<file path="config.mk">
export PLATFORM = sky130hd
export DESIGN_NAME = bus_arbiter_flat
export DESIGN_NICKNAME = d
export VERILOG_FILES = /design/src/rtl/dma_pkg.sv /design/src/rtl/mem_bus_if.sv /design/src/rtl/bus_arbiter.sv /design/src/flat_wrapper.sv
export SDC_FILE = /design/constraint.sdc
export NUM_CORES = 1
export LEC_CHECK = 0
export BUFFER_PORTS_ARGS = -buffer_cell sky130_fd_sc_hd__buf_2
export CAP_MARGIN = 20
export CELL_PAD_IN_SITES_DETAIL_PLACEMENT = 0
export CELL_PAD_IN_SITES_GLOBAL_PLACEMENT = 1
export CORE_ASPECT_RATIO = 0.8
export CORE_MARGIN = 4
export CORE_UTILIZATION = 17
export DETAILED_ROUTE_END_ITERATION = 6
export GPL_TIMING_DRIVEN = 1
export PLACE_DENSITY = 0.78
export SLEW_MARGIN = 20
export SYNTH_ARGS = -nofsm -noshare
export SYNTH_HDL_FRONTEND = slang
export SYNTH_SLANG_ARGS = --single-unit
</file>
<file path="constraint.sdc">
create_clock -name clk -period 1.2 [get_ports clk]
set_input_delay 0.06 -clock clk [delete_from_list [all_inputs] [get_ports clk]]
set_output_delay 0.06 -clock clk [all_outputs]
set_load 0.02 [all_outputs]
</file>
<file path="src/rtl/dma_pkg.sv">
/*
 * Shared address map, sizes and DMA step encoding
 * for the OAM DMA subsystem
 */
package dma_pkg;

    // Bus widths
    localparam int ADDR_W = 16;
    localparam int DATA_W = 8;

    // DMA source page register
    localparam logic [ADDR_W-1:0] DMA_REG_ADDR = 16'hFF46;

    // Copy destination high byte, OAM lives at FE00-FE9F
    localparam logic [DATA_W-1:0] OAM_PAGE = 8'hFE;

    // Bytes per copy, last index 9F
    localparam int OAM_LEN = 160;

    // High-RAM window, still reachable by the CPU during a copy
    localparam logic [ADDR_W-1:0] HRAM_BASE = 16'hFF80;
    localparam logic [ADDR_W-1:0] HRAM_LAST = 16'hFFFE;

    // Memory sizes in bytes
    localparam int HRAM_DEPTH = 128;
    localparam int MAIN_DEPTH = 65536;

    // Read value for a CPU access blocked by a copy
    localparam logic [DATA_W-1:0] BLOCKED_DATA = 8'hFF;

    // DMA engine sequence, four cycles per byte
    typedef enum logic [2:0] {
        IDLE,
        RD_ADDR,
        RD_WAIT,
        WR_DATA,
        WR_WAIT
    } dma_step_t;

endpackage

</file>
<file path="src/rtl/mem_bus_if.sv">
/*
 * Byte memory bus with master and slave modports
 */
`timescale 1ns/1ps

interface mem_bus_if import dma_pkg::*; ();

    // Single-cycle strobes
    logic              rd;
    logic              wr;
    logic [ADDR_W-1:0] addr;
    logic [DATA_W-1:0] wdata;
    // Valid the cycle after rd
    logic [DATA_W-1:0] rdata;

    modport master (
        output rd,
        output wr,
        output addr,
        output wdata,
        input  rdata
    );

    modport slave (
        input  rd,
        input  wr,
        input  addr,
        input  wdata,
        output rdata
    );

endinterface

</file>
<file path="src/rtl/bus_arbiter.sv">
/*
 * Bus arbiter, steers CPU and DMA requests to main memory and high-RAM
 * CPU loses main memory for the length of a copy
 */
`timescale 1ns/1ps

module bus_arbiter import dma_pkg::*; (
    input  logic      clk,
    input  logic      rst,
    input  logic      dma_busy,
    mem_bus_if.slave  cpu,
    mem_bus_if.slave  dma,
    mem_bus_if.master main,
    mem_bus_if.master hram
);

    logic cpu_in_hram;
    logic cpu_to_main;
    // Route of the last CPU read, for the data returned next cycle
    logic hram_sel_q;
    logic blocked_q;

    assign cpu_in_hram = (cpu.addr >= HRAM_BASE) && (cpu.addr <= HRAM_LAST);
    assign cpu_to_main = ~cpu_in_hram & ~dma_busy;

    // High-RAM belongs to the CPU at all times
    assign hram.rd    = cpu.rd & cpu_in_hram;
    assign hram.wr    = cpu.wr & cpu_in_hram;
    assign hram.addr  = cpu.addr;
    assign hram.wdata = cpu.wdata;

    // Main memory goes to the engine while busy
    // Blocked CPU strobes are dropped here
    always_comb begin
        if (dma_busy) begin
            main.rd    = dma.rd;
            main.wr    = dma.wr;
            main.addr  = dma.addr;
            main.wdata = dma.wdata;
        end else begin
            main.rd    = cpu.rd & cpu_to_main;
            main.wr    = cpu.wr & cpu_to_main;
            main.addr  = cpu.addr;
            main.wdata = cpu.wdata;
        end
    end

    // Engine only reads main memory
    assign dma.rdata = main.rdata;

    always_ff @(posedge clk or posedge rst) begin
        if (rst) begin
            hram_sel_q <= 1'b0;
            blocked_q  <= 1'b0;
        end else if (cpu.rd) begin
            hram_sel_q <= cpu_in_hram;
            blocked_q  <= ~cpu_in_hram & dma_busy;
        end
    end

    // Blocked reads see FF
    always_comb begin
        if (blocked_q) begin
            cpu.rdata = BLOCKED_DATA;
        end else if (hram_sel_q) begin
            cpu.rdata = hram.rdata;
        end else begin
            cpu.rdata = main.rdata;
        end
    end

endmodule

</file>
<file path="src/flat_wrapper.sv">
// flat-port wrapper written by rule: the top's interface ports become plain ports
module bus_arbiter_flat import dma_pkg::*;
  (clk, rst, dma_busy, cpu_rd, cpu_wr, cpu_addr, cpu_wdata, cpu_rdata, dma_rd, dma_wr, dma_addr, dma_wdata, dma_rdata, main_rd, main_wr, main_addr, main_wdata, main_rdata, hram_rd, hram_wr, hram_addr, hram_wdata, hram_rdata);
  mem_bus_if cpu_i ();
  mem_bus_if dma_i ();
  mem_bus_if main_i ();
  mem_bus_if hram_i ();
  input  logic clk;
  input  logic rst;
  input  logic dma_busy;
  input wire logic [$bits(cpu_i.rd)-1:0] cpu_rd;
  input wire logic [$bits(cpu_i.wr)-1:0] cpu_wr;
  input wire logic [$bits(cpu_i.addr)-1:0] cpu_addr;
  input wire logic [$bits(cpu_i.wdata)-1:0] cpu_wdata;
  output wire logic [$bits(cpu_i.rdata)-1:0] cpu_rdata;
  input wire logic [$bits(dma_i.rd)-1:0] dma_rd;
  input wire logic [$bits(dma_i.wr)-1:0] dma_wr;
  input wire logic [$bits(dma_i.addr)-1:0] dma_addr;
  input wire logic [$bits(dma_i.wdata)-1:0] dma_wdata;
  output wire logic [$bits(dma_i.rdata)-1:0] dma_rdata;
  output wire logic [$bits(main_i.rd)-1:0] main_rd;
  output wire logic [$bits(main_i.wr)-1:0] main_wr;
  output wire logic [$bits(main_i.addr)-1:0] main_addr;
  output wire logic [$bits(main_i.wdata)-1:0] main_wdata;
  input wire logic [$bits(main_i.rdata)-1:0] main_rdata;
  output wire logic [$bits(hram_i.rd)-1:0] hram_rd;
  output wire logic [$bits(hram_i.wr)-1:0] hram_wr;
  output wire logic [$bits(hram_i.addr)-1:0] hram_addr;
  output wire logic [$bits(hram_i.wdata)-1:0] hram_wdata;
  input wire logic [$bits(hram_i.rdata)-1:0] hram_rdata;
  assign cpu_i.rd = cpu_rd;
  assign cpu_i.wr = cpu_wr;
  assign cpu_i.addr = cpu_addr;
  assign cpu_i.wdata = cpu_wdata;
  assign cpu_rdata = cpu_i.rdata;
  assign dma_i.rd = dma_rd;
  assign dma_i.wr = dma_wr;
  assign dma_i.addr = dma_addr;
  assign dma_i.wdata = dma_wdata;
  assign dma_rdata = dma_i.rdata;
  assign main_rd = main_i.rd;
  assign main_wr = main_i.wr;
  assign main_addr = main_i.addr;
  assign main_wdata = main_i.wdata;
  assign main_i.rdata = main_rdata;
  assign hram_rd = hram_i.rd;
  assign hram_wr = hram_i.wr;
  assign hram_addr = hram_i.addr;
  assign hram_wdata = hram_i.wdata;
  assign hram_i.rdata = hram_rdata;
  bus_arbiter u_core (.clk(clk), .rst(rst), .dma_busy(dma_busy), .cpu(cpu_i), .dma(dma_i), .main(main_i), .hram(hram_i));
endmodule
</file>
# Yosys cells after proc, flatten, opt, wreduce, memory -nomap -nowiden
# Cells that the tools add are included.
# totals
input_bits,71
output_inout_bits,68
register_bits,2
wordCells,19
# classes
mux,6
magnitude_cmp,2
reduce_logical,1
bitwise,8
# ops
op,count
$mux W8,3
$ge A16 B16 Y1 const B,1
$le A16 B16 Y1 const B,1
$mux W16,1
$and A1 B1 Y1,6
$mux W1,2
$not A1 Y1,2
$logic_and A1 B1 Y1,1

# Longest topological paths before layout
# depth
ltp_word,6
ltp_mapped,4
ltp_nobuf,3

# Worst setup path before layout
# OpenSTA, ideal clock, no wires.
# synth_timing
path_type,reg-to-output
from,reg u_core.hram_sel_q
to,out cpu_rdata[5]
n_path_buf,1
stages_incl_launch_ff,4
arrival_ns,0.957
t_required_ns,1.140
slack_ns,0.183
path_cell_list,dfrtp_1 -> buf_6 -> nor2b_2 -> a211o_1
# synth_via
elab_chain_len,2
# synth_rtl
item,line_no,rtl
start: declaration,bus_arbiter.sv:20,logic hram_sel_q;
start signal: assignment,bus_arbiter.sv:56,hram_sel_q <= cpu_in_hram;
$mux W8,bus_arbiter.sv:65,end else if (hram_sel_q) begin
$mux W8,bus_arbiter.sv:63,if (blocked_q) begin
end: declaration,flat_wrapper.sv:15,output wire logic [$bits(cpu_i.rdata)-1:0] cpu_rdata;
# Every way passes these cells.

# Final worst setup path
# layout_timing
from,reg u_core.hram_sel_q
to,out cpu_rdata[6]
# Same word-level chain as after synthesis.

==> flow_summary.json <==
{
  "die_h_um": 71.8,
  "final_nets": 279,
  "clock_latency_ps": 210,
  "critical_path_buf_inv_count": 2,
  "finalHoldViolations": 0,
  "r2r_start": "u_core.hram_sel_q",
  "p_per_area_nw_per_um2": 663,
  "yosys-top-cells-count": "buf_4 (32), mux2_2 (24), nor2b_1 (8)",
  "pre_cts_ws_ps": -72.9,
  "start_util": 0.182,
  "ir_drop_v": 0.000258,
  "clock_path_buffers": 2,
  "drt-initial-drc-count": 24,
  "yosys.area.top_type": "mux2_2",
  "syn_inst": 97,
  "finalCriticalPeriod_ps": 1290,
  "via_per_inst": 4.15,
  "synth_top_family_by_area": "multiplexers",
  "cts_tree": "done",
  "rows": 22,
  "synthArstFlopShare": 1.00,
  "crit_fanout": 9,
  "power_leakage_uw": 0.000837,
  "wire_per_inst_um": 12.5,
  "grt_pass1_wl_um": 4750,
  "final_antenna_net_count": 0,
  "r2r-end": "u_core.hram_sel_q",
  "worstSetupPathType": "reg2out",
  "relSlewSlack": 0.769,
  "grt.total_usage": 0.0926,
  "synthDominantCellAreaShare": 0.312,
  "port_buffers": 138,
  "antenna_found_initial": 0,
  "fin_cells": 266,
  "synth_ff_type": "dfrtp_1",
  "antenna_cells": 0,
  "crit_end": "cpu_rdata[6]",
  "synthSimpleGateAreaFrac": 0.129,
  "fin_worst_skew_ps": 0,
  "worstMarginPinSlew_ps": 345,
  "synth_mux_area_frac": 0.347,
  "synth_edf_count": 0,
  "die_area_sq_um": 6310,
  "die_width_um": 87.8,
  "synth.area.top_cells": "mux2_2 (31%), buf_4 (28%), a211o_2 (6.9%)",
  "syn_area_sq_um": 866,
  "clock-sinks": 2,
  "final.setup.tns_ps": -439,
  "crit_path_top_delay_cell": "dfrtp_2",
  "place_hpwl_um": 2860,
  "cts.htree.levels": 1,
  "cp.arrival_ps": 1230,
  "synth-compound-area-share": 0.129,
  "min_path_type": "in2reg",
  "io_pins": 139,
  "synthAdderAreaFrac": 0,
  "worstSetupStartpoint": "u_core.hram_sel_q",
  "syn_nets": 168,
  "fin_ws_ps": -86.6,
  "cp-start-kind": "flop",
  "first_pass_iters": 4,
  "cpPeakStageDelay_ps": 380,
  "drt-total-wl_um": 3340,
  "areaGrowthSynthToFinish_pct": 72.3,
  "setup_viol": 8,
  "rsz0062_at_grt": "yes",
  "grt_max_degree": 19,
  "required_ps": 1140,
  "gp_congestion": 0.688,
  "power.total_uw": 989,
  "cts_buffers": 3,
  "synth_seq_cells": 2,
  "yosysMostFrequentCell": "buf_4",
  "synth_xor_area_frac": 0,
  "drc": 0,
  "synth.avg_cell_area_sq_um": 8.93,
  "path_cells": "buf_12 > nor2b_1 > a211o_2 > buf_2",
  "core_area_sq_um": 4760,
  "overflow": 0,
  "layout-drive-gt1-share": 0.864,
  "ys_types": 21,
  "yosysWarnings": 0,
  "rrSetupSlack_ps": 210,
  "cap_violations": 0,
  "slew_viol_final": 0,
  "endpoint_kind": "output port",
  "crit_family": "flip-flops",
  "status": "finished with violations",
  "placedInstanceArea_sq_um": 1370,
  "worstHoldPathCells": 2,
  "worst_r2r_path_depth": 3,
  "placedCellCount": 260,
  "cts_root_buf": "clkbuf_8",
  "violations": "negative setup slack",
  "fin_crit_sh": 1.07,
  "fmax_mhz": 777,
  "path_depth": 4,
  "ys_seq_area_frac": 0.0578,
  "clkTransAtPathRegs_ps": 30,
  "first_global_vias": 1065,
  "final_area_sq_um": 1490,
  "num_vias": 1103
}
[layer usage]
metal,global-route usage,wire length (um)
met5,0,0
met1,0.105,1160
met2,0.177,1840
met3,0.00920,313
met4,0.0307,19
[layout make-up]
cell class,instances,area [sq um]
multi-input cells,57,523
well taps,60,75.1
repair buffers,143,797
flip-flops and latches,2,51.3
fillers,536,3270
clock buffers,3,41.3
inverters,1,3.75
[worst reg2reg max path, stage by stage, from the launching register on]
cell	delay [ps]
dfrtp_2	410
buf_6	140
nor2b_1	130
a31o_1	180
[cell usage in the layout, fill, tap and decap left out]
cell	count
a211o_2	6
buf_12	2
clkbuf_8	3
mux2i_1	3
a41oi_1	1
nand2_1	1
buf_6	7
inv_1	1
dlygate4sd3_1	1
mux2_2	24
a31o_1	1
nor2b_2	1
a31oi_1	1
a21oi_1	2
nand4_1	2
and4_1	1
nor2b_1	8
dfrtp_2	1
nand3_1	1
nor3_2	1
dfrtp_1	1
a211o_1	2
buf_2	132
buf_4	1
and3_1	2
[where the power goes]
part	leakage [uW]	internal [uW]	switching, uW
logic	0.000791	295	344
clock network	0.0000216	212	55.1
registers	0.0000240	71.4	10.2
[per-stage QoR]
| stage | util | hold slack (ps) |
|---|---|---|
| 3_3_place_gp | 0.288 | -94.1 |
| 5_1_grt | 0.313 | 152 |
| 6_report | 0.313 | 129 |
| 3_5_place_dp | 0.288 | -90.6 |
| 2_1_floorplan | - | -199 |
| 4_1_cts | 0.312 | 138 |
[state kept, by name, indices dropped and copies added (netlist names)]
signal,cells
u_core.blocked_q,1
u_core.hram_sel_q,1
[how the worst min path moves through the flow]
| stage | endpoint | start |
|---|---|---|
| detailed placement | u_core.hram_sel_q | rst |
| CTS | u_core.blocked_q | cpu_rd |
| finish | u_core.blocked_q | cpu_rd |
| floorplan | u_core.blocked_q | rst |
| global route | u_core.blocked_q | cpu_rd |
| global placement | u_core.hram_sel_q | rst |
[kinds of logic (layout without fill, tap and decap cells)]
family | Yosys count | count (layout)
compound gates | 13 | 13
buf+inv | 38 | 147
flops | 2 | 2
mux | 27 | 27
simple gates | 17 | 17
[repair_timing]
item,4_1_cts,5_1_grt
resized for setup,13,2
hold endpoints to repair,2,0
setup buffers,2,0
hold buffers,1,0
endpoints found under the setup margin,8,8
No activity file was read; power rests on OpenSTA's default activity.
