`src/rtl/dma_pkg.sv`:
```
/*
 * Shared address map, sizes and DMA step encoding
 * for the OAM DMA subsystem
 */
package dma_pkg;

    // Bus widths
    localparam int ADDR_W = 16;
    localparam int DATA_W = 8;

    // DMA source page register
    localparam logic [ADDR_W-1:0] DMA_REG_ADDR = 16'hFF46;

    // Copy destination high byte, OAM lives at FE00-FE9F
    localparam logic [DATA_W-1:0] OAM_PAGE = 8'hFE;

    // Bytes per copy, last index 9F
    localparam int OAM_LEN = 160;

    // High-RAM window, still reachable by the CPU during a copy
    localparam logic [ADDR_W-1:0] HRAM_BASE = 16'hFF80;
    localparam logic [ADDR_W-1:0] HRAM_LAST = 16'hFFFE;

    // Memory sizes in bytes
    localparam int HRAM_DEPTH = 128;
    localparam int MAIN_DEPTH = 65536;

    // Read value for a CPU access blocked by a copy
    localparam logic [DATA_W-1:0] BLOCKED_DATA = 8'hFF;

    // DMA engine sequence, four cycles per byte
    typedef enum logic [2:0] {
        IDLE,
        RD_ADDR,
        RD_WAIT,
        WR_DATA,
        WR_WAIT
    } dma_step_t;

endpackage

```
`src/rtl/mem_bus_if.sv`:
```
/*
 * Byte memory bus with master and slave modports
 */
`timescale 1ns/1ps

interface mem_bus_if import dma_pkg::*; ();

    // Single-cycle strobes
    logic              rd;
    logic              wr;
    logic [ADDR_W-1:0] addr;
    logic [DATA_W-1:0] wdata;
    // Valid the cycle after rd
    logic [DATA_W-1:0] rdata;

    modport master (
        output rd,
        output wr,
        output addr,
        output wdata,
        input  rdata
    );

    modport slave (
        input  rd,
        input  wr,
        input  addr,
        input  wdata,
        output rdata
    );

endinterface

```
`src/rtl/sync_ram.sv`:
```
/*
 * Single-port byte RAM, synchronous write and registered read
 */
`timescale 1ns/1ps

module sync_ram import dma_pkg::*; #(
    parameter int DEPTH = 128
) (
    input  logic     clk,
    mem_bus_if.slave bus
);

    logic [DATA_W-1:0]        mem [DEPTH];
    // Low address bits only, the window decode is upstream
    logic [$clog2(DEPTH)-1:0] idx;
    logic [DATA_W-1:0]        rdata_q;

    assign idx = bus.addr[$clog2(DEPTH)-1:0];

    always_ff @(posedge clk) begin
        if (bus.wr) begin
            mem[idx] <= bus.wdata;
        end
        // Data out one cycle after rd
        if (bus.rd) begin
            rdata_q <= mem[idx];
        end
    end

    assign bus.rdata = rdata_q;

endmodule

```
`src/flat_wrapper.sv`:
```
// flat-port wrapper written by rule: the top's interface ports become plain ports
module sync_ram_flat import dma_pkg::*;
#(
    parameter int DEPTH = 128
)
  (clk, bus_rd, bus_wr, bus_addr, bus_wdata, bus_rdata);
  mem_bus_if bus_i ();
  input  logic clk;
  input wire logic [$bits(bus_i.rd)-1:0] bus_rd;
  input wire logic [$bits(bus_i.wr)-1:0] bus_wr;
  input wire logic [$bits(bus_i.addr)-1:0] bus_addr;
  input wire logic [$bits(bus_i.wdata)-1:0] bus_wdata;
  output wire logic [$bits(bus_i.rdata)-1:0] bus_rdata;
  assign bus_i.rd = bus_rd;
  assign bus_i.wr = bus_wr;
  assign bus_i.addr = bus_addr;
  assign bus_i.wdata = bus_wdata;
  assign bus_rdata = bus_i.rdata;
  sync_ram #(.DEPTH(DEPTH)) u_core (.clk(clk), .bus(bus_i));
endmodule
```
`config.mk`:
```
export PLATFORM = sky130hd
export DESIGN_NAME = sync_ram_flat
export DESIGN_NICKNAME = d
export VERILOG_FILES = /design/src/rtl/dma_pkg.sv /design/src/rtl/mem_bus_if.sv /design/src/rtl/sync_ram.sv /design/src/flat_wrapper.sv
export SDC_FILE = /design/constraint.sdc
export NUM_CORES = 1
export LEC_CHECK = 0
export ABC_AREA = 1
export BUFFER_PORTS_ARGS = -buffer_cell sky130_fd_sc_hd__buf_2
export CORE_ASPECT_RATIO = 2
export CORE_MARGIN = 2
export CORE_UTILIZATION = 50
export CTS_CLUSTER_DIAMETER = 100
export DETAILED_ROUTE_END_ITERATION = 10
export GPL_ROUTABILITY_DRIVEN = 0
export PLACE_DENSITY = 0.7
export SYNTH_ARGS = -nofsm -noshare
export SYNTH_HDL_FRONTEND = slang
export SYNTH_SLANG_ARGS = --single-unit
export TNS_END_PERCENT = 50
```
`constraint.sdc`:
```
create_clock -name clk -period 2.25 [get_ports clk]
set_input_delay 0.45 -clock clk [delete_from_list [all_inputs] [get_ports clk]]
set_output_delay 0.45 -clock clk [all_outputs]
set_load 0.03 [all_outputs]
```
Word level (Yosys, flattened, before mapping)
Memory sizes are Yosys's and may differ from the RTL's. A register that Yosys moved wholly into a read port is not among the register bits.
Cells that the tools add are included.

word-level totals
  flip-flop bits (word level) = 0
  bits in latches = 0
  memory bits (writable) = 1024
  memory bits (read-only) = 0
  output and inout bits = 8
  word-level logic and storage cells = 3
  memories kept = 1

memories
  memory      depth  width  rd ports  clocked after Yosys merged registers in  wr ports  line            source
  u_core.mem  128    8      1         1                                        1         sync_ram.sv:13  logic [DATA_W-1:0] mem [DEPTH];

cells by class
  $add $sub $neg = 0
  $mul = 0
  div/mod/pow operators = 0
  $lt $le $gt $ge = 0
  equality and inequality tests = 0
  shift-type cells = 0
  multiplexer cells = 2
  bitwise logic cells = 0
  reductions and logical operators = 0

operators by type and width
  operator           number
  1-bit two-way mux  2

Logic depth before layout (Yosys ltp)
Gate-level depths: netlist (run 1).

  word-level depth = 2
  mapped depth = 16
  gate-level depth less buffers = 13

Worst setup path after synthesis (run 1)
Ideal clock, no wire load.

  path type = input -> register
  start = in bus_addr[1]
  end = mem u_core.mem[17][0], enable pin
  setup time = 0.370 ns
  arrival = 1.868 ns
  data required time = 1.880 ns
  slack = 0.012 ns
  stages = 8
  buffers on the path = 3
  path through = buf_4 > buf_2 > nor2_2 > inv_1 > nor2_1 > nand2_1 > buf_2 > nor2_1

RTL lines
  element      line                source
  from (decl)  flat_wrapper.sv:11  input wire logic [$bits(bus_i.addr)-1:0] bus_addr;
  to (decl)    sync_ram.sv:13

No word-level cell before the write port.

Final worst setup path (run 1)
  start = reg u_core.rdata_q[3], in the netlist u_core.bus.rdata[3] (read register of u_core.mem)
  end = out bus_rdata[3]

RTL lines
  element      line                source
  from (decl)  sync_ram.sv:16      logic [DATA_W-1:0] rdata_q;
  to (decl)    flat_wrapper.sv:13  output wire logic [$bits(bus_i.rdata)-1:0] bus_rdata;

No word-level cell between the ends.

==> results of run 1 <==
## metal layers
metal / routed length [um] / global-route usage / up-vias
met2: 52600 / 0.401 / 1250
met1: 43000 / 0.320 / 14516
met4: 4280 / 0.0988 / 2
li1: - / - / 14556
met5: 14 / 0 / -
met3: 8210 / 0.0356 / 234
## cell type report
class | count | area [um2]
clock buffers | 97 | 2260
clock inverters | 60 | 652
fillers | 7147 | 37000
inverters | 73 | 298
multi-input cells | 3079 | 11700
flip-flops and latches | 1032 | 31000
well taps | 1170 | 1460
repair buffers | 342 | 3330
## sequential cells by signal (all words and copies together), names as in the netlist
signal / count
u_core.bus.rdata: 8
u_core.mem: 1024
## logic make-up (layout without fill, tap and decap cells)
kind of cell / after synthesis / in the layout / synth area share
AOI/OAI and AO/OA: 14 / 14 / 0.00176
and+or+nand+nor: 3065 / 3065 / 0.263
buffers and inverters: 289 / 572 / 0.0318
DFF: 1032 / 1032 / 0.703
## report_power, final
group	leakage [nW]	internal [mW]	switching, mW	total [mW]
clock	1.41	8.74	6.75	15.5
combinational	10.7	0.834	1.97	2.80
sequential	9.29	21.2	0.0364	21.3
## Yosys cell counts, drive strengths merged
cell / number
nand4: 1
clkbuf: 32
inv: 73
edfxtp: 1032
o21ai: 5
buf: 184
o211ai: 3
a21oi: 6
nand2: 2779
or2: 12
nor2: 246
nand3: 27
## worst reg2reg max path, cell delays in order (launching register included)
cell	delay (ns)
edfxtp_1	0.37
nand2_1	0.07
nand2_1	0.05
nand2_1	0.06
nand2_1	0.05
nand2_1	0.08
nand2_1	0.10
nand2_1	0.07
nand2_1	0.06
nor2_1	0.19
nor2_1	0.07
nor2_1	0.32
nand2_1	0.09
## per-stage QoR
| stage | hold WS, ns | power, mW | cell area (um2) | util | std cells |
|---|---|---|---|---|---|
| after CTS | 0.00482 | 39.7 | 50700 | 0.578 | 5853 |
| after floorplan | 0.549 | 23.1 | 44100 | - | 4400 |
| after detailed placement | 0.722 | 24.5 | 47800 | 0.545 | 5696 |
| final | 0.0327 | 39.6 | 50700 | 0.578 | 5853 |
| after global routing | 0.0237 | 40.7 | 50700 | 0.578 | 5853 |
| after global placement | 0.721 | 24.4 | 47800 | 0.545 | 5696 |
## how the worst max path moves through the flow
| stage | end | depth (start not counted) | startpoint |
|---|---|---|---|
| after global placement | u_core.bus.rdata[0]$_DFFE_PP_ | 16 | bus_addr[0] |
| after global routing | u_core.bus.rdata[1]$_DFFE_PP_ | 12 | u_core.mem[11][1]$_DFFE_PP_ |
| final | bus_rdata[3] | 1 | u_core.bus.rdata[3]$_DFFE_PP_ |
| after detailed placement | u_core.bus.rdata[3]$_DFFE_PP_ | 15 | bus_addr[0] |
| after floorplan | u_core.mem[17][0]$_DFFE_PP_ | 8 | bus_addr[1] |
| after CTS | bus_rdata[3] | 1 | u_core.bus.rdata[3]$_DFFE_PP_ |
==> results_dict.tcl, run 1 <==
set metrics [dict create \
    status "finished clean" \
    relSlewSlack 0.646 \
    start_util 0.502 \
    worstMarginPinSlew_ns 0.532 \
    fin_crit_sh 0.830 \
    diodes 0 \
    slowest_stage "edfxtp_1" \
    areaGrowthSynthToFinish_pct 15.0 \
    crit_chain "buf_2" \
    io_pins 35 \
    nets 4642 \
    min_period_ns 1.87 \
    first_iter_violations 2977 \
    synthesis.nets 4427 \
    cp_top_family "flip-flops" \
    hold_end "u_core.mem[83][1]$_DFFE_PP_" \
    clkTransAtPathRegs_ns 0.07 \
    cts-root-buf "clkbuf_16" \
    drive_above_1_share 0.104 \
    reg2reg_depth 12 \
    critPathKind "reg -> out" \
    synth.cell_area_mm2 0.0441 \
    via_per_inst 5.22 \
    worstPathRequired_ns 1.80 \
    io_buffer_count 25 \
    final_common_cell "nand2_1" \
    grt_pass1_wl_um 165000 \
    timing.rr.end "u_core.bus.rdata[3]$_DFFE_PP_" \
    first_global_vias 29539 \
    ant_nets 0 \
    syn_inst 4400 \
    post_cts_buffers 0 \
    rsz0062_at_grt "false" \
    dr.pass1.iters 5 \
    dieArea_mm2 0.0906 \
    wl_per_cell_um 18.5 \
    clock_skew_ns 0.0219 \
    clock_latency_ns 0.68 \
    synthTopCellsByArea "edfxtp_1 (70%), nand2_1 (24%), nor2_1 (2.1%)" \
    cts_buffers 87 \
    crit_path_start_kind "flop" \
    yosys_warnings 0 \
    hold_viol_final 0 \
    grt_util_all_layers 0.242 \
    syn_avg_cell_area_um2 10.0 \
    grt_start_max_net_pins 86 \
    min_path_type "in -> reg" \
    setup_tns_ns 0 \
    fmax_mhz 535 \
    slew_violations 0 \
    ir_drop_v 0.000780 \
    totalWireLength_um 108000 \
    powerDensity_mw_per_mm2 781 \
    cts.sinks 1032 \
    ys_ff_latch 1032 \
    max_stage_delay_ns 0.50 \
    hold_buffers 0 \
    dp_slack_ns -0.276 \
    rows 154 \
    drc 0 \
    p_leak_nw 21.4 \
    drv_cap 0 \
    cts_tree "yes" \
    die_width_um 214 \
    cp_data_arrival_time_ns 1.42 \
    die_y_um 424 \
    clock_path_buffers 3 \
    vias 30558 \
    coreArea_mm2 0.0877 \
    critPathCaptureType "output pin" \
    ff2ff_setup_slack_ns 0.42 \
    dp_hpwl_um 66800 \
    synth_largest_area_cell "edfxtp_1" \
    grt-ovfl-total 0 \
    synth_top_area_share 0.703 \
    ys_seq_area_frac 0.703 \
    cts_resized 0 \
    crit_fanout 1 \
    path_buf_inv 1 \
    setup_ws_ns 0.382 \
    hold_depth 1 \
    synth_cell_types 21 \
    finalSetupViolCount 0 \
    hold_path.startpoint "bus_wdata[1]" \
    timing.rr.start "u_core.mem[10][3]$_DFFE_PP_" \
    antenna_found_initial 1 \
    most-common-layout-cells "nand2_1 (2779), edfxtp_1 (1032), buf_4 (263)" \
    h-tree-depth 3 \
]
Power figures use the tool's default switching activity.
==> run 2: changes to the inputs <==
- ABC_AREA: 1 -> 0
- clock period: 2.25 -> 1.6 ns (I/O delays scaled with it)
==> run 2 against run 1 <==
Against the previous run: the run now ends with negative setup slack left; via count down 7.4%; clock power is 41% higher; die area is 8.1% lower; setup slack worse by 1.1 ns; clock skew up 0.0092 ns; non-clock buffer count rose by 296; critical path type is now in -> reg; highest routed layer unchanged.
==> results_dict.tcl, run 2 <==
set metrics [dict create \
    io_pins 35 \
    worstMarginPinSlew_ns 0.916 \
    cts-root-buf "clkbuf_16" \
    synth.cell_area_mm2 0.0404 \
    fin_crit_sh 1.45 \
    regMostFlops "u_core.mem" \
    hold_end "u_core.mem[75][5]$_DFFE_PP_" \
    synth_top_area_share 0.766 \
    die_y_um 406 \
    nFillCells 5346 \
    antenna_found_initial 1 \
    crit_fanout 28 \
    first_iter_violations 4634 \
    drc 0 \
    ys_seq_area_frac 0.766 \
    rsz0062_at_grt "true" \
    cts_tree "yes" \
    diodes 0 \
    relSlewSlack 0.389 \
    powerDensity_mw_per_mm2 1090 \
    clock_latency_ns 0.70 \
    h-tree-depth 3 \
    p_leak_nw 17.5 \
    critPathKind "in -> reg" \
    hold_viol_final 0 \
    via_per_inst 6.88 \
    wl_per_cell_um 34.9 \
    synth_async_sr_flop_share 0 \
    final_common_cell "edfxtp_1" \
    hold_depth 2 \
    syn_avg_cell_area_um2 16.3 \
    synth_largest_area_cell "edfxtp_1" \
    totalWireLength_um 144000 \
    vias 28310 \
    grt_util_all_layers 0.347 \
    rows 147 \
    grt-ovfl-total 0 \
    synth_cell_types 64 \
    finalSetupViolCount 257 \
    areaGrowthSynthToFinish_pct 29.7 \
    timing.rr.end "u_core.bus.rdata[2]$_DFFE_PP_" \
    violations "negative setup slack" \
    setup_ws_ns -0.722 \
    synthTopCellsByArea "edfxtp_1 (77%), a221oi_1 (4.2%), mux2i_1 (1.8%)" \
    grt_pass1_wl_um 201000 \
    dr.pass1.iters 8 \
    cts.sinks 1032 \
    largest_reg_flops 1024 \
    most-common-layout-cells "edfxtp_1 (1032), buf_4 (426), buf_12 (166)" \
    synthesis.nets 2506 \
    first_global_vias 28056 \
    io_buffer_count 25 \
    ant_nets 0 \
    totalPowerFinal_mw 57.1 \
    ir_drop_v 0.000922 \
    yosys_warnings 0 \
    nets 3033 \
    status "finished with violations" \
    hold_path.startpoint "bus_wdata[5]" \
    drive_above_1_share 0.354 \
    dieArea_mm2 0.0833 \
    min_path_type "in -> reg" \
    ff2ff_setup_slack_ns -0.71 \
    clkTransAtPathRegs_ns 0.07 \
    grt_start_max_net_pins 67 \
    min_period_ns 2.32 \
    timing.rr.start "u_core.mem[20][2]$_DFFE_PP_" \
    yosysMostFrequentCell "edfxtp_1" \
    cts_buffers 85 \
    clock_path_buffers 3 \
    ys_ff_latch 1032 \
    slew_violations 0 \
    reg2reg_depth 7 \
    coreArea_mm2 0.0802 \
    start_util 0.504 \
    crit_path_start_kind "input port" \
    worstPathRequired_ns 2.06 \
    drv_cap 0 \
    fmax_mhz 431 \
    critPathCaptureType "flop" \
    dp_hpwl_um 98200 \
    synth-edff-count 1032 \
    synth_common_cells "edfxtp_1 (1032), a221oi_1 (193), nor2_1 (193)" \
    dp_slack_ns -1.75 \
    die_width_um 205 \
    syn_inst 2479 \
    cp_data_arrival_time_ns 2.78 \
    clock_skew_ns 0.0311 \
    ys.flop_type "edfxtp_1" \
]
## run 2: changes by cell type in the layout (fill, tap and decap cells not counted), sizes merged, moves of 43 or more
cell    delta
mux2i     +74
buf      +292
a21oi     +98
a221oi   +193
o21ai     +81
a22oi     +47
a222oi    +43
mux2      +49
nand2   -2615
nor2      -52
inv       -64
## run 2: layout make-up
| type | instances | area [um2] | area share |
|---|---|---|---|
| clock buffers | 94 | 2160 | 0.0412 |
| clock inverters | 58 | 711 | 0.0136 |
| inverters | 6 | 27.5 | 0.000525 |
| multi-input cells | 1243 | 10100 | 0.194 |
| flip-flops and latches | 1032 | 31000 | 0.591 |
| well taps | 1043 | 1310 | 0.0249 |
| repair buffers | 638 | 7100 | 0.135 |
## run 2: worst max-delay path, stage by stage
cell	delay (ns)
buf_8	0.20
buf_4	0.19
inv_4	0.11
buf_12	0.21
buf_4	0.19
a221oi_1	0.39
nor2_1	0.11
o21bai_1	0.17
nand4_1	0.23
a41o_1	0.34
a311o_1	0.28
## run 2: how the worst max path moves through the flow
stage,start,end,slack [ns],cells after the start
after global placement,bus_addr[1],u_core.bus.rdata[7]$_DFFE_PP_,-1.63,10
after CTS,u_core.mem[83][2]$_DFFE_PP_,u_core.bus.rdata[2]$_DFFE_PP_,-0.66,8
after global routing,u_core.mem[55][4]$_DFFE_PP_,u_core.bus.rdata[4]$_DFFE_PP_,-0.79,7
final,bus_addr[2],u_core.bus.rdata[2]$_DFFE_PP_,-0.72,11
after detailed placement,bus_addr[1],u_core.bus.rdata[2]$_DFFE_PP_,-1.75,11
after floorplan,bus_addr[0],u_core.bus.rdata[0]$_DFFE_PP_,-0.53,10
## run 2: power by group
group          switching, mW  internal (mW)  leakage [nW]  total (mW)
registers             0.0729           29.8          9.28        29.9
clock network           9.82           12.1          1.40        21.9
logic                   3.32           1.97          6.83        5.29
total                   13.2           43.9          17.5        57.1
## run 2: what timing repair did
action                                  in CTS  in global routing
pin swaps                                   47                 33
setup buffers                               20                 12
hold endpoints to repair                     4                  4
endpoints found under the setup margin     767                355
gates cloned                                 2                  1
gates resized for setup                    134                 58
hold buffers                                 1                  1
## run 2: metal layers
metal | GRT usage | up-vias | share of wire
met5 | 0 | - | 0.00011
met4 | 0.283 | 2 | 0.10
met3 | 0.0709 | 731 | 0.10
met2 | 0.581 | 2335 | 0.49
met1 | 0.378 | 14024 | 0.30
li1 | - | 11218 | -
## run 2: logic make-up after synthesis
kind of cell,count (synthesis),share of synthesized area
flip-flops,1032,0.766
AO/OA/AOI/OAI,636,0.118
buffers and inverters,205,0.0248
multiplexers,141,0.0420
AND/OR/NAND/NOR,465,0.0487
## run 2: metrics by stage
| stage | TNS [ns] | hold slack (ns) | util | area [um2] | instances |
|---|---|---|---|---|---|
| global placement | -838.12 | 0.663 | 0.603 | 48300 | 3933 |
| global route | -8.66 | 0.0436 | 0.654 | 52400 | 4114 |
| floorplan | -448.19 | 0.419 | - | 41700 | 2479 |
| CTS | -7.15 | 0.0111 | 0.649 | 52100 | 4101 |
| detailed placement | -861.02 | 0.671 | 0.603 | 48300 | 3933 |
| finish | -14.80 | 0.0500 | 0.654 | 52400 | 4114 |
