### config.mk
export PLATFORM = sky130hd
export DESIGN_NAME = dma_engine_flat
export DESIGN_NICKNAME = d
export VERILOG_FILES = /design/src/rtl/dma_pkg.sv /design/src/rtl/mem_bus_if.sv /design/src/rtl/dma_engine.sv /design/src/flat_wrapper.sv
export SDC_FILE = /design/constraint.sdc
export NUM_CORES = 1
export LEC_CHECK = 0
export BUFFER_PORTS_ARGS = -buffer_cell sky130_fd_sc_hd__buf_2
export CAP_MARGIN = 20
export CELL_PAD_IN_SITES_DETAIL_PLACEMENT = 0
export CELL_PAD_IN_SITES_GLOBAL_PLACEMENT = 1
export CORE_UTILIZATION = 36
export DETAILED_ROUTE_END_ITERATION = 8
export PLACE_DENSITY = 0.83
export SLEW_MARGIN = 20
export SYNTH_ARGS = -nofsm -noshare
export SYNTH_HDL_FRONTEND = slang
export SYNTH_SLANG_ARGS = --single-unit
### constraint.sdc
create_clock -name clk -period 2.67 [get_ports clk]
set_input_delay 0.267 -clock clk [delete_from_list [all_inputs] [get_ports clk]]
set_output_delay 0.267 -clock clk [all_outputs]
set_load 0.05 [all_outputs]
### src/rtl/dma_pkg.sv
/*
 * Shared address map, sizes and DMA step encoding
 * for the OAM DMA subsystem
 */
package dma_pkg;

    // Bus widths
    localparam int ADDR_W = 16;
    localparam int DATA_W = 8;

    // DMA source page register
    localparam logic [ADDR_W-1:0] DMA_REG_ADDR = 16'hFF46;

    // Copy destination high byte, OAM lives at FE00-FE9F
    localparam logic [DATA_W-1:0] OAM_PAGE = 8'hFE;

    // Bytes per copy, last index 9F
    localparam int OAM_LEN = 160;

    // High-RAM window, still reachable by the CPU during a copy
    localparam logic [ADDR_W-1:0] HRAM_BASE = 16'hFF80;
    localparam logic [ADDR_W-1:0] HRAM_LAST = 16'hFFFE;

    // Memory sizes in bytes
    localparam int HRAM_DEPTH = 128;
    localparam int MAIN_DEPTH = 65536;

    // Read value for a CPU access blocked by a copy
    localparam logic [DATA_W-1:0] BLOCKED_DATA = 8'hFF;

    // DMA engine sequence, four cycles per byte
    typedef enum logic [2:0] {
        IDLE,
        RD_ADDR,
        RD_WAIT,
        WR_DATA,
        WR_WAIT
    } dma_step_t;

endpackage

### src/rtl/mem_bus_if.sv
/*
 * Byte memory bus with master and slave modports
 */
`timescale 1ns/1ps

interface mem_bus_if import dma_pkg::*; ();

    // Single-cycle strobes
    logic              rd;
    logic              wr;
    logic [ADDR_W-1:0] addr;
    logic [DATA_W-1:0] wdata;
    // Valid the cycle after rd
    logic [DATA_W-1:0] rdata;

    modport master (
        output rd,
        output wr,
        output addr,
        output wdata,
        input  rdata
    );

    modport slave (
        input  rd,
        input  wr,
        input  addr,
        input  wdata,
        output rdata
    );

endinterface

### src/rtl/dma_engine.sv
/*
 * OAM DMA engine, copies 160 bytes from a source page to FE00
 * Holds the page register and the busy flag
 */
`timescale 1ns/1ps

module dma_engine import dma_pkg::*; (
    input  logic              clk,
    input  logic              rst,
    input  logic              dma_reg_wr,
    input  logic [DATA_W-1:0] dma_reg_data,
    output logic [DATA_W-1:0] dma_page,
    output logic              dma_busy,
    mem_bus_if.master         bus
);

    dma_step_t         step;
    // Byte index, low half of both addresses
    logic [DATA_W-1:0] count;
    logic [DATA_W-1:0] page;
    // Byte in flight between read and write
    logic [DATA_W-1:0] data_q;
    logic              last_byte;

    assign last_byte = (count == DATA_W'(OAM_LEN - 1));

    assign dma_page = page;
    // High from RD_ADDR of byte 0 through WR_WAIT of byte 159
    assign dma_busy = (step != IDLE);

    // Read strobe in RD_ADDR, write strobe in WR_DATA
    assign bus.rd    = (step == RD_ADDR);
    assign bus.wr    = (step == WR_DATA);
    assign bus.wdata = data_q;

    always_comb begin
        if (step == WR_DATA) begin
            bus.addr = {OAM_PAGE, count};
        end else begin
            bus.addr = {page, count};
        end
    end

    // Step sequence
    always_ff @(posedge clk or posedge rst) begin
        if (rst) begin
            step  <= IDLE;
            count <= '0;
            page  <= '0;
        end else begin
            case (step)
                IDLE: begin
                    // Start only from idle, later pulses are ignored
                    if (dma_reg_wr) begin
                        page  <= dma_reg_data;
                        count <= '0;
                        step  <= RD_ADDR;
                    end
                end
                RD_ADDR: begin
                    step <= RD_WAIT;
                end
                RD_WAIT: begin
                    step <= WR_DATA;
                end
                WR_DATA: begin
                    step <= WR_WAIT;
                end
                WR_WAIT: begin
                    if (last_byte) begin
                        count <= '0;
                        step  <= IDLE;
                    end else begin
                        count <= count + 1'b1;
                        step  <= RD_ADDR;
                    end
                end
                default: begin
                    step <= IDLE;
                end
            endcase
        end
    end

    // Read data is valid in RD_WAIT, held for the write
    always_ff @(posedge clk) begin
        if (step == RD_WAIT) begin
            data_q <= bus.rdata;
        end
    end

endmodule

### src/flat_wrapper.sv
// flat-port wrapper written by rule: the top's interface ports become plain ports
module dma_engine_flat import dma_pkg::*;
  (clk, rst, dma_reg_wr, dma_reg_data, dma_page, dma_busy, bus_rd, bus_wr, bus_addr, bus_wdata, bus_rdata);
  mem_bus_if bus_i ();
  input  logic clk;
  input  logic rst;
  input  logic dma_reg_wr;
  input  logic [DATA_W-1:0] dma_reg_data;
  output logic [DATA_W-1:0] dma_page;
  output logic dma_busy;
  output wire logic [$bits(bus_i.rd)-1:0] bus_rd;
  output wire logic [$bits(bus_i.wr)-1:0] bus_wr;
  output wire logic [$bits(bus_i.addr)-1:0] bus_addr;
  output wire logic [$bits(bus_i.wdata)-1:0] bus_wdata;
  input wire logic [$bits(bus_i.rdata)-1:0] bus_rdata;
  assign bus_rd = bus_i.rd;
  assign bus_wr = bus_i.wr;
  assign bus_addr = bus_i.addr;
  assign bus_wdata = bus_i.wdata;
  assign bus_i.rdata = bus_rdata;
  dma_engine u_core (.clk(clk), .rst(rst), .dma_reg_wr(dma_reg_wr), .dma_reg_data(dma_reg_data), .dma_page(dma_page), .dma_busy(dma_busy), .bus(bus_i));
endmodule
# Word level (Yosys, flattened, before mapping)
# Index checks and enable logic that the tools add are counted.
[word_totals]
regBits = 27
latch_bits = 0
ram_bits = 0
romBits = 0
output_inout_bits = 35
memories = 0
[op_classes]
addsub = 1
mul = 0
n_div = 0
n_lt_le_gt_ge = 0
n_eq_ne = 6
shifts = 0
mux = 7
n_bitwise = 0
n_reduce_logical = 5
[ops]
columns = ["op", "count"]
rows = [
  ["16-bit 2-to-1 mux", 1],
  ["8-bit 2-to-1 mux", 2],
  ["8-bit one-hot mux with 2 select lines", 1],
  ["3-bit one-hot mux with 5 select lines", 1],
  ["8-bit by 1-bit adder with 8-bit output (second input constant)", 1],
  ["8-bit equality test (second input constant)", 1],
  ["3-bit by 2-bit equality test with 1-bit output (second input constant)", 2],
  ["2-bit AND reduction", 2],
  ["3-bit by 1-bit equality test with 1-bit output (second input constant)", 1],
  ["3-bit equality test (second input constant)", 1],
  ["3-bit zero test", 1],
  ["3-bit 2-to-1 mux", 1],
  ["3-bit nonzero test", 1],
  ["2-bit inequality test (second input constant)", 1],
  ["2-bit nonzero test", 1],
  ["1-bit 2-to-1 mux", 1],
]

# Longest topological paths before layout
# Gate-level depths: netlist of the first run.
[depth]
word_depth = 3
ltp_mapped = 5
ltp_nobuf = 5

# Worst setup path after synthesis of the first run
# Ideal clock, no wire load.
[synth_timing]
path_type = "reg2reg"
start = "register u_core.step[2]"
end = "register u_core.step[1]"
arrival_time_ns = 1.888
t_required_ns = 2.600
setup_slack_ns = 0.712
path_stages_with_launch = 3
n_path_buf = 0
synth_period_minus_slack_ns = 1.958
cell_sequence = "dfrtp_1 > nor3b_1 > or2_2"
[synth_between]
elab_chain_len = 2
elab_cells_between_ends = 7
cone_classes = "eq/ne (5); mux (1); reduce/logical (1)"
[synth_rtl]
columns = ["item", "line", "source"]
rows = [
  ["start: declaration", "dma_engine.sv:17", "dma_step_t step;"],
  ["start signal: assignment", "dma_engine.sv:47", "step <= IDLE;"],
  ["start signal: assignment", "dma_engine.sv:57", "step <= RD_ADDR;"],
  ["start signal: assignment", "dma_engine.sv:61", "step <= RD_WAIT;"],
  ["3-bit by 1-bit equality test with 1-bit output", "--", ""],
  ["via bus_rd", "flat_wrapper.sv:11", "output wire logic [$bits(bus_i.rd)-1:0] bus_rd;"],
  ["3-bit one-hot mux with 5 select lines", "dma_engine.sv:51", "case (step)"],
]
# The timed path passes the listed nets, and every way through them passes these cells.
# A chain may end at the register's enable or synchronous reset.

# Worst setup path in the final report of the first run
[layout_timing]
start = "register u_core.step[2]"
end = "output bus_addr[8]"
[layout_between]
elab_chain_len = 2
[layout_rtl]
columns = ["item", "line", "source"]
rows = [
  ["3-bit by 2-bit equality test with 1-bit output", "dma_engine.sv:37", "if (step == WR_DATA) begin"],
  ["16-bit 2-to-1 mux", "dma_engine.sv:37", ""],
  ["end: declaration", "flat_wrapper.sv:13", "output wire logic [$bits(bus_i.addr)-1:0] bus_addr;"],
]
# No other way between the ends.

==> flow_metrics.py, run 1 <==
metrics = {
    "run_status": {
        "status": "finished clean",
    },
    "yosys": {
        "yosys_warnings": 0,
        "synthCells": 111,
        "ys.flop_type": "dfrtp_1",
        "syn_nets": 131,
        "synth_seq_cells": 27,
        "synth_area_per_cell_sq_um": 10.4,
        "async_reset_ff_share_pct": 70.4,
        "yosysUniqueCellTypes": 28,
        "seq_area_frac_synth_pct": 61.8,
        "synth-edff-count": 8,
        "synthesis.area_sq_mm": 0.00116,
    },
    "route": {
        "drc": 0,
        "ant_nets": 0,
        "routed_wl_um": 2460,
        "drtPass1Iterations": 4,
        "viasPerCell": 4.69,
        "drtIter0Drc": 13,
        "vias": 990,
        "wire_per_inst_um": 11.7,
    },
    "setup_path": {
        "critPathMaxStageDelay_ns": 0.47,
        "cp.buffers_inverters": 1,
        "endpoint": "bus_addr[8]",
        "path_cells": "nand3b_1 > and2_1 > buf_2",
        "r2r_start": "u_core.count[0]",
        "cp_num_cells": 3,
        "critPathMaxFanout": 10,
        "cp-end-kind": "primary output",
        "reg2regPathDepth": 5,
        "critPathKind": "reg2out",
        "cp_top_family": "simple AND/OR/NAND/NOR gates",
        "rrSetupSlack_ns": 1.04,
        "cp_slowest_cell": "dfrtp_1",
        "r2r-end": "u_core.count[7]",
        "worst_ep_arrival_time_ns": 1.65,
        "cp-start-kind": "register",
        "required_ns": 2.40,
        "startpoint": "u_core.step[2]",
    },
    "finish": {
        "fill_cells": 306,
        "diodes": 0,
        "areaGrowthSynthToFinish_pct": 29.6,
        "final_net_count": 188,
        "fin_area_sq_mm": 0.00150,
        "drive_above_1_share_pct": 35.3,
    },
    "floorplan": {
        "fp.dieW_um": 58.7,
        "start_util_pct": 37.9,
        "rows": 20,
        "die_h_um": 58.7,
        "io_pins": 54,
        "coreArea_sq_mm": 0.00305,
        "die-area_sq_mm": 0.00345,
    },
    "clock_tree": {
        "clk_pin_slew_ns": 0.14,
        "clock_latency_ns": 0.31,
        "cts_setup_buffers": 0,
        "cts_hold_buffers": 0,
        "cts_buffers": 3,
        "cts_root_buf": "clkbuf_4",
        "h-tree-depth": 1,
        "cts_buffer_depth": 2,
        "cts_resized": 0,
        "cts_sinks": 27,
        "cts_tree": "built",
    },
    "timing": {
        "tightestPinTransition_ns": 0.704,
        "max-slew-margin-rel_pct": 53.0,
        "rsz0062_at_grt": "no",
        "setup_viol": 0,
        "skew_ns": 0.00877,
        "drv_slew": 0,
        "hold_viol_final": 0,
        "fmax_mhz": 523,
        "period_needed_ns": 1.91,
        "setup_tns_ns": 0,
        "period_share_pct": 71.7,
    },
    "power_and_ir_drop": {
        "max-vdd-ir-drop_mv": 0.256,
        "p_seq_share_pct": 69.5,
        "p_switching_mw": 0.120,
        "cellLeakagePower_nw": 0.807,
        "comb_power_share_pct": 3.1,
        "internal-power_mw": 0.493,
        "p_sw_share_pct": 19.5,
        "clkPwrFrac_pct": 27.4,
        "power_density_mw_per_mm2": 408,
    },
    "place": {
        "gp_congestion": 0.787,
        "hpwlAfterDp_um": 1880,
        "post_dp_cell_area_sq_mm": 0.00147,
        "numPortBuffers": 53,
    },
    "global_route": {
        "antenna_found_initial": 0,
        "grt_pass1_vias": 866,
        "grt_overflow_total": 0,
        "grt_pass1_wl_um": 3910,
        "grt_use_total_pct": 14.8,
        "grt_max_degree": 20,
    },
    "worst_hold_path": {
        "min_path_type": "in2async",
    },
    "job": {
        "drv_cap": 0,
    },
}
[cells in the final DEF, fill, tap and decap left out, types with 2 or more instances in the layout]
| cell | instances |
|---|---|
| nor3b_1 | 2 |
| nor2_1 | 6 |
| o21ai_0 | 8 |
| edfxtp_1 | 8 |
| dfrtp_1 | 19 |
| inv_1 | 5 |
| clkbuf_4 | 3 |
| nand2_1 | 30 |
| nand3_1 | 5 |
| nor3_1 | 2 |
| nand2b_1 | 7 |
| and2_1 | 2 |
| buf_2 | 53 |
[cell usage after synthesis, types with 2 or more instances]
master / instances / area [sq um]
nand3_1: 5 / 25.0
inv_1: 5 / 18.8
nand2b_1: 7 / 43.8
dfrtp_1: 19 / 475
nand2_1: 30 / 113
and2_1: 2 / 12.5
nor3_1: 2 / 10.0
edfxtp_1: 8 / 240
o21ai_0: 8 / 40.0
nor2_1: 6 / 22.5
nor3b_1: 2 / 15.0
[worst reg2reg max path, stage by stage, from the launching register on]
cell and delay, ns:
dfrtp_1 0.45, ha_1 0.25, and4_1 0.25, a31o_4 0.27
a31o_1 0.19, a31oi_1 0.15
[metrics by stage]
| step | setup slack (ns) | util, % | power [mW] | hold WS, ns | std cells |
|---|---|---|---|---|---|
| 2_1_floorplan | 0.712 | - | 0.439 | 0.218 | 111 |
| 3_3_place_gp | 1.12 | 48.3 | 0.453 | 0.412 | 207 |
| 3_5_place_dp | 1.05 | 48.3 | 0.454 | 0.413 | 207 |
| 4_1_cts | 0.725 | 49.1 | 0.619 | 0.0622 | 211 |
| 5_1_grt | 0.645 | 49.1 | 0.638 | 0.0844 | 211 |
| 6_report | 0.756 | 49.1 | 0.613 | 0.0427 | 211 |
[flip-flops by register name, indices dropped and copies added, names as in the netlist]
name / flops
u_core.dma_page: 8
u_core.bus.wdata: 8
u_core.count: 8
u_core.step: 3
[layout make-up]
cell class / count / area [sq um] / share of cell area (%)
clock buffer: 4 / 26.3 / 1.75
inverter: 5 / 18.8 / 1.25
multi-input combinational: 78 / 419 / 27.9
sequential: 27 / 716 / 47.7
tap: 44 / 55.1 / 3.67
timing repair buffer: 53 / 265 / 17.7
[power groups by stage]
stage	sequential, mW	combinational [mW]	clock [mW]
floorplan	0.434	0.00448	0
global placement	0.434	0.0190	0
detailed placement	0.434	0.0196	0
CTS	0.426	0.0197	0.174
global route	0.426	0.0219	0.190
finish	0.426	0.0189	0.168
[worst min path at each step]
stage                     start                 end  depth (start not counted)
after floorplan             rst     u_core.count[0]                          1
after global placement      rst  u_core.dma_page[6]                          2
after detailed placement    rst  u_core.dma_page[6]                          2
after CTS                   rst     u_core.count[2]                          2
after global routing        rst     u_core.count[2]                          2
final                       rst     u_core.count[2]                          2
[kinds of logic after synthesis]
logic type,Yosys count,share of synthesized area [%]
DFF,27,61.8
and+or+nand+nor,60,24.9
buffers and inverters,6,1.95
AOI/OAI and AO/OA,17,10.3
adders and majority gates,1,1.08
[per-layer routing]
layer	wire, um	share of wire [%]	up-vias	track usage [%]
met5	0	0	-	0
met4	0	0	0	3.06
met3	130	5.3	0	2.86
met2	1220	50	31	24.6
met1	1110	45	465	20.1
li1	-	-	494	-
Power figures use the tool's default switching activity.
==> inputs of run 2 (changes only) <==
Settings changed: ABC_AREA set to 1, CORE_UTILIZATION 36 to 33, PLACE_DENSITY 0.83 to 0.77.
Clock period 2.67 ns to 1.9 ns, I/O delays scaled along.
==> flow_metrics.py, run 2 <==
metrics = {
    "run_status": {
        "status": "finished clean",
    },
    "yosys": {
        "ys_top_cells_by_area": "dfrtp_1 38%, edfxtp_1 19%, nand2_1 13%",
        "async_reset_ff_share_pct": 70.4,
        "yosysUniqueCellTypes": 25,
        "syn_nets": 157,
        "ys_top_cells_by_count": "42 x nand2_1, 19 x dfrtp_1, 19 x inv_1",
        "ys.flop_type": "dfrtp_1",
        "yosys_warnings": 0,
        "synth_top_area_share_pct": 38.0,
        "synth_seq_cells": 27,
        "seq_area_frac_synth_pct": 57.1,
        "synthesis.area_sq_mm": 0.00125,
        "synthCells": 137,
        "yosys.area.top_type": "dfrtp_1",
        "synth_area_per_cell_sq_um": 9.14,
        "synth-edff-count": 8,
        "yosysMostFrequentCell": "nand2_1",
    },
    "clock_tree": {
        "cts_hold_buffers": 0,
        "clk_pin_slew_ns": 0.10,
        "cts_setup_buffers": 0,
        "cts_root_buf": "clkbuf_8",
        "cts_sinks": 27,
        "cts_resized": 0,
        "h-tree-depth": 1,
        "cts_buffers": 3,
        "cts_buffer_depth": 2,
        "cts_tree": "built",
        "clock_latency_ns": 0.27,
    },
    "timing": {
        "tightestPinTransition_ns": 0.734,
        "setup_viol": 0,
        "setup_tns_ns": 0,
        "max-slew-margin-rel_pct": 51.0,
        "period_share_pct": 88.2,
        "hold_ws_ns": 0.0221,
        "hold_viol_final": 0,
        "drv_slew": 0,
        "period_needed_ns": 1.68,
        "fmax_mhz": 597,
        "skew_ns": 0.00507,
        "rsz0062_at_grt": "no",
    },
    "setup_path": {
        "r2r_start": "u_core.count[0]",
        "cp-start-kind": "register",
        "r2r-end": "u_core.count[3]",
        "worst_ep_arrival_time_ns": 1.49,
        "required_ns": 1.71,
        "rrSetupSlack_ns": 0.55,
        "reg2regPathDepth": 6,
        "critPathMaxFanout": 7,
        "cp-end-kind": "primary output",
        "critPathKind": "reg2out",
    },
    "finish": {
        "final_common_cell": "buf_2",
        "areaGrowthSynthToFinish_pct": 29.2,
        "final_cell_mix": "53 x buf_2, 42 x nand2_1, 19 x inv_1, 19 x dfrtp_1, 12 x nor2_1",
        "finalNonFillerCells": 241,
        "fill_cells": 355,
        "fin_area_sq_mm": 0.00162,
        "drive_above_1_share_pct": 36.3,
        "final_net_count": 214,
        "diodes": 0,
    },
    "place": {
        "gp_congestion": 0.769,
        "numPlacedInstances": 237,
        "post_dp_cell_area_sq_mm": 0.00157,
        "numPortBuffers": 53,
        "hpwlAfterDp_um": 1930,
    },
    "job": {
        "drv_cap": 0,
    },
    "worst_hold_path": {
        "min_path_type": "in2async",
    },
    "route": {
        "ant_nets": 0,
        "drtIter0Drc": 25,
        "drtPass1Iterations": 4,
        "wire_per_inst_um": 10.4,
        "drc": 0,
        "viasPerCell": 4.41,
        "routed_wl_um": 2500,
        "vias": 1064,
    },
    "floorplan": {
        "die_h_um": 63.6,
        "fp.dieW_um": 63.6,
        "start_util_pct": 34.2,
        "coreArea_sq_mm": 0.00366,
        "io_pins": 54,
        "rows": 22,
        "die-area_sq_mm": 0.00405,
    },
    "global_route": {
        "grt_pass1_wl_um": 4420,
        "grt_pass1_vias": 1045,
        "grt_overflow_total": 0,
        "grt_max_degree": 20,
        "antenna_found_initial": 0,
        "grt_use_total_pct": 13.9,
    },
    "power_and_ir_drop": {
        "power_density_mw_per_mm2": 682,
        "power_mw": 1.10,
        "max-vdd-ir-drop_mv": 0.375,
        "cellLeakagePower_nw": 0.858,
    },
}
## run 2: logic make-up after synthesis
kind of cell,after synthesis,synth area share (%)
compound gates,17,8.49
xor+xnor,1,0.699
fa+ha+maj,1,0.999
buf+inv,23,8.09
flops,27,57.1
simple gates,68,24.6
## run 2: worst max-delay path by stage
stage | start | endpoint | slack [ns] | cells past startpoint
final | u_core.step[1] | bus_addr[15] | 0.22 | 5
after CTS | u_core.step[2] | bus_addr[15] | 0.19 | 4
after floorplan | u_core.dma_page[0] | bus_addr[8] | 0.29 | 2
after global placement | u_core.step[2] | bus_addr[13] | 0.54 | 4
after detailed placement | u_core.step[2] | bus_addr[15] | 0.51 | 4
after global routing | u_core.step[2] | bus_addr[12] | 0.09 | 4
## run 2: power breakdown
group / internal (mW) / leakage [nW] / switching [mW]
registers: 0.609 / 0.306 / 0.00587
clock network: 0.154 / 0.0261 / 0.188
logic: 0.0358 / 0.526 / 0.112
total: 0.798 / 0.858 / 0.305
## run 2: per-stage QoR
step	utilization (%)	setup slack [ns]
2_1_floorplan	-	0.293
3_3_place_gp	42.8	0.541
3_5_place_dp	42.8	0.512
4_1_cts	44.2	0.190
5_1_grt	44.2	0.0856
6_report	44.2	0.225
## run 2: layout make-up
| cell class | count | area, sq um | share of cell area (%) |
|---|---|---|---|
| Inverter | 21 | 78.8 | 4.87 |
| Sequential cell | 27 | 716 | 44.2 |
| Timing Repair Buffer | 54 | 273 | 16.9 |
| Clock inverter | 1 | 8.76 | 0.541 |
| Multi-Input combinational cell | 87 | 440 | 27.2 |
| Clock buffer | 3 | 41.3 | 2.55 |
| Tap cell | 48 | 60.1 | 3.71 |
## run 2: critical path: stages (launching register included)
cell and delay (ns):
dfrtp_1 0.46, nand2_1 0.11, nor2_1 0.21, inv_2 0.11
nand2_1 0.07, buf_2 0.25
## run 2: routing by layer
metal  up-vias  share of wire [%]  global-route usage, %
li1        539                  -                      -
met1       481                 43                   15.7
met2        42                 49                   25.0
met3         2                6.5                   3.08
met4         0               0.88                   5.11
met5         -                  0                      0
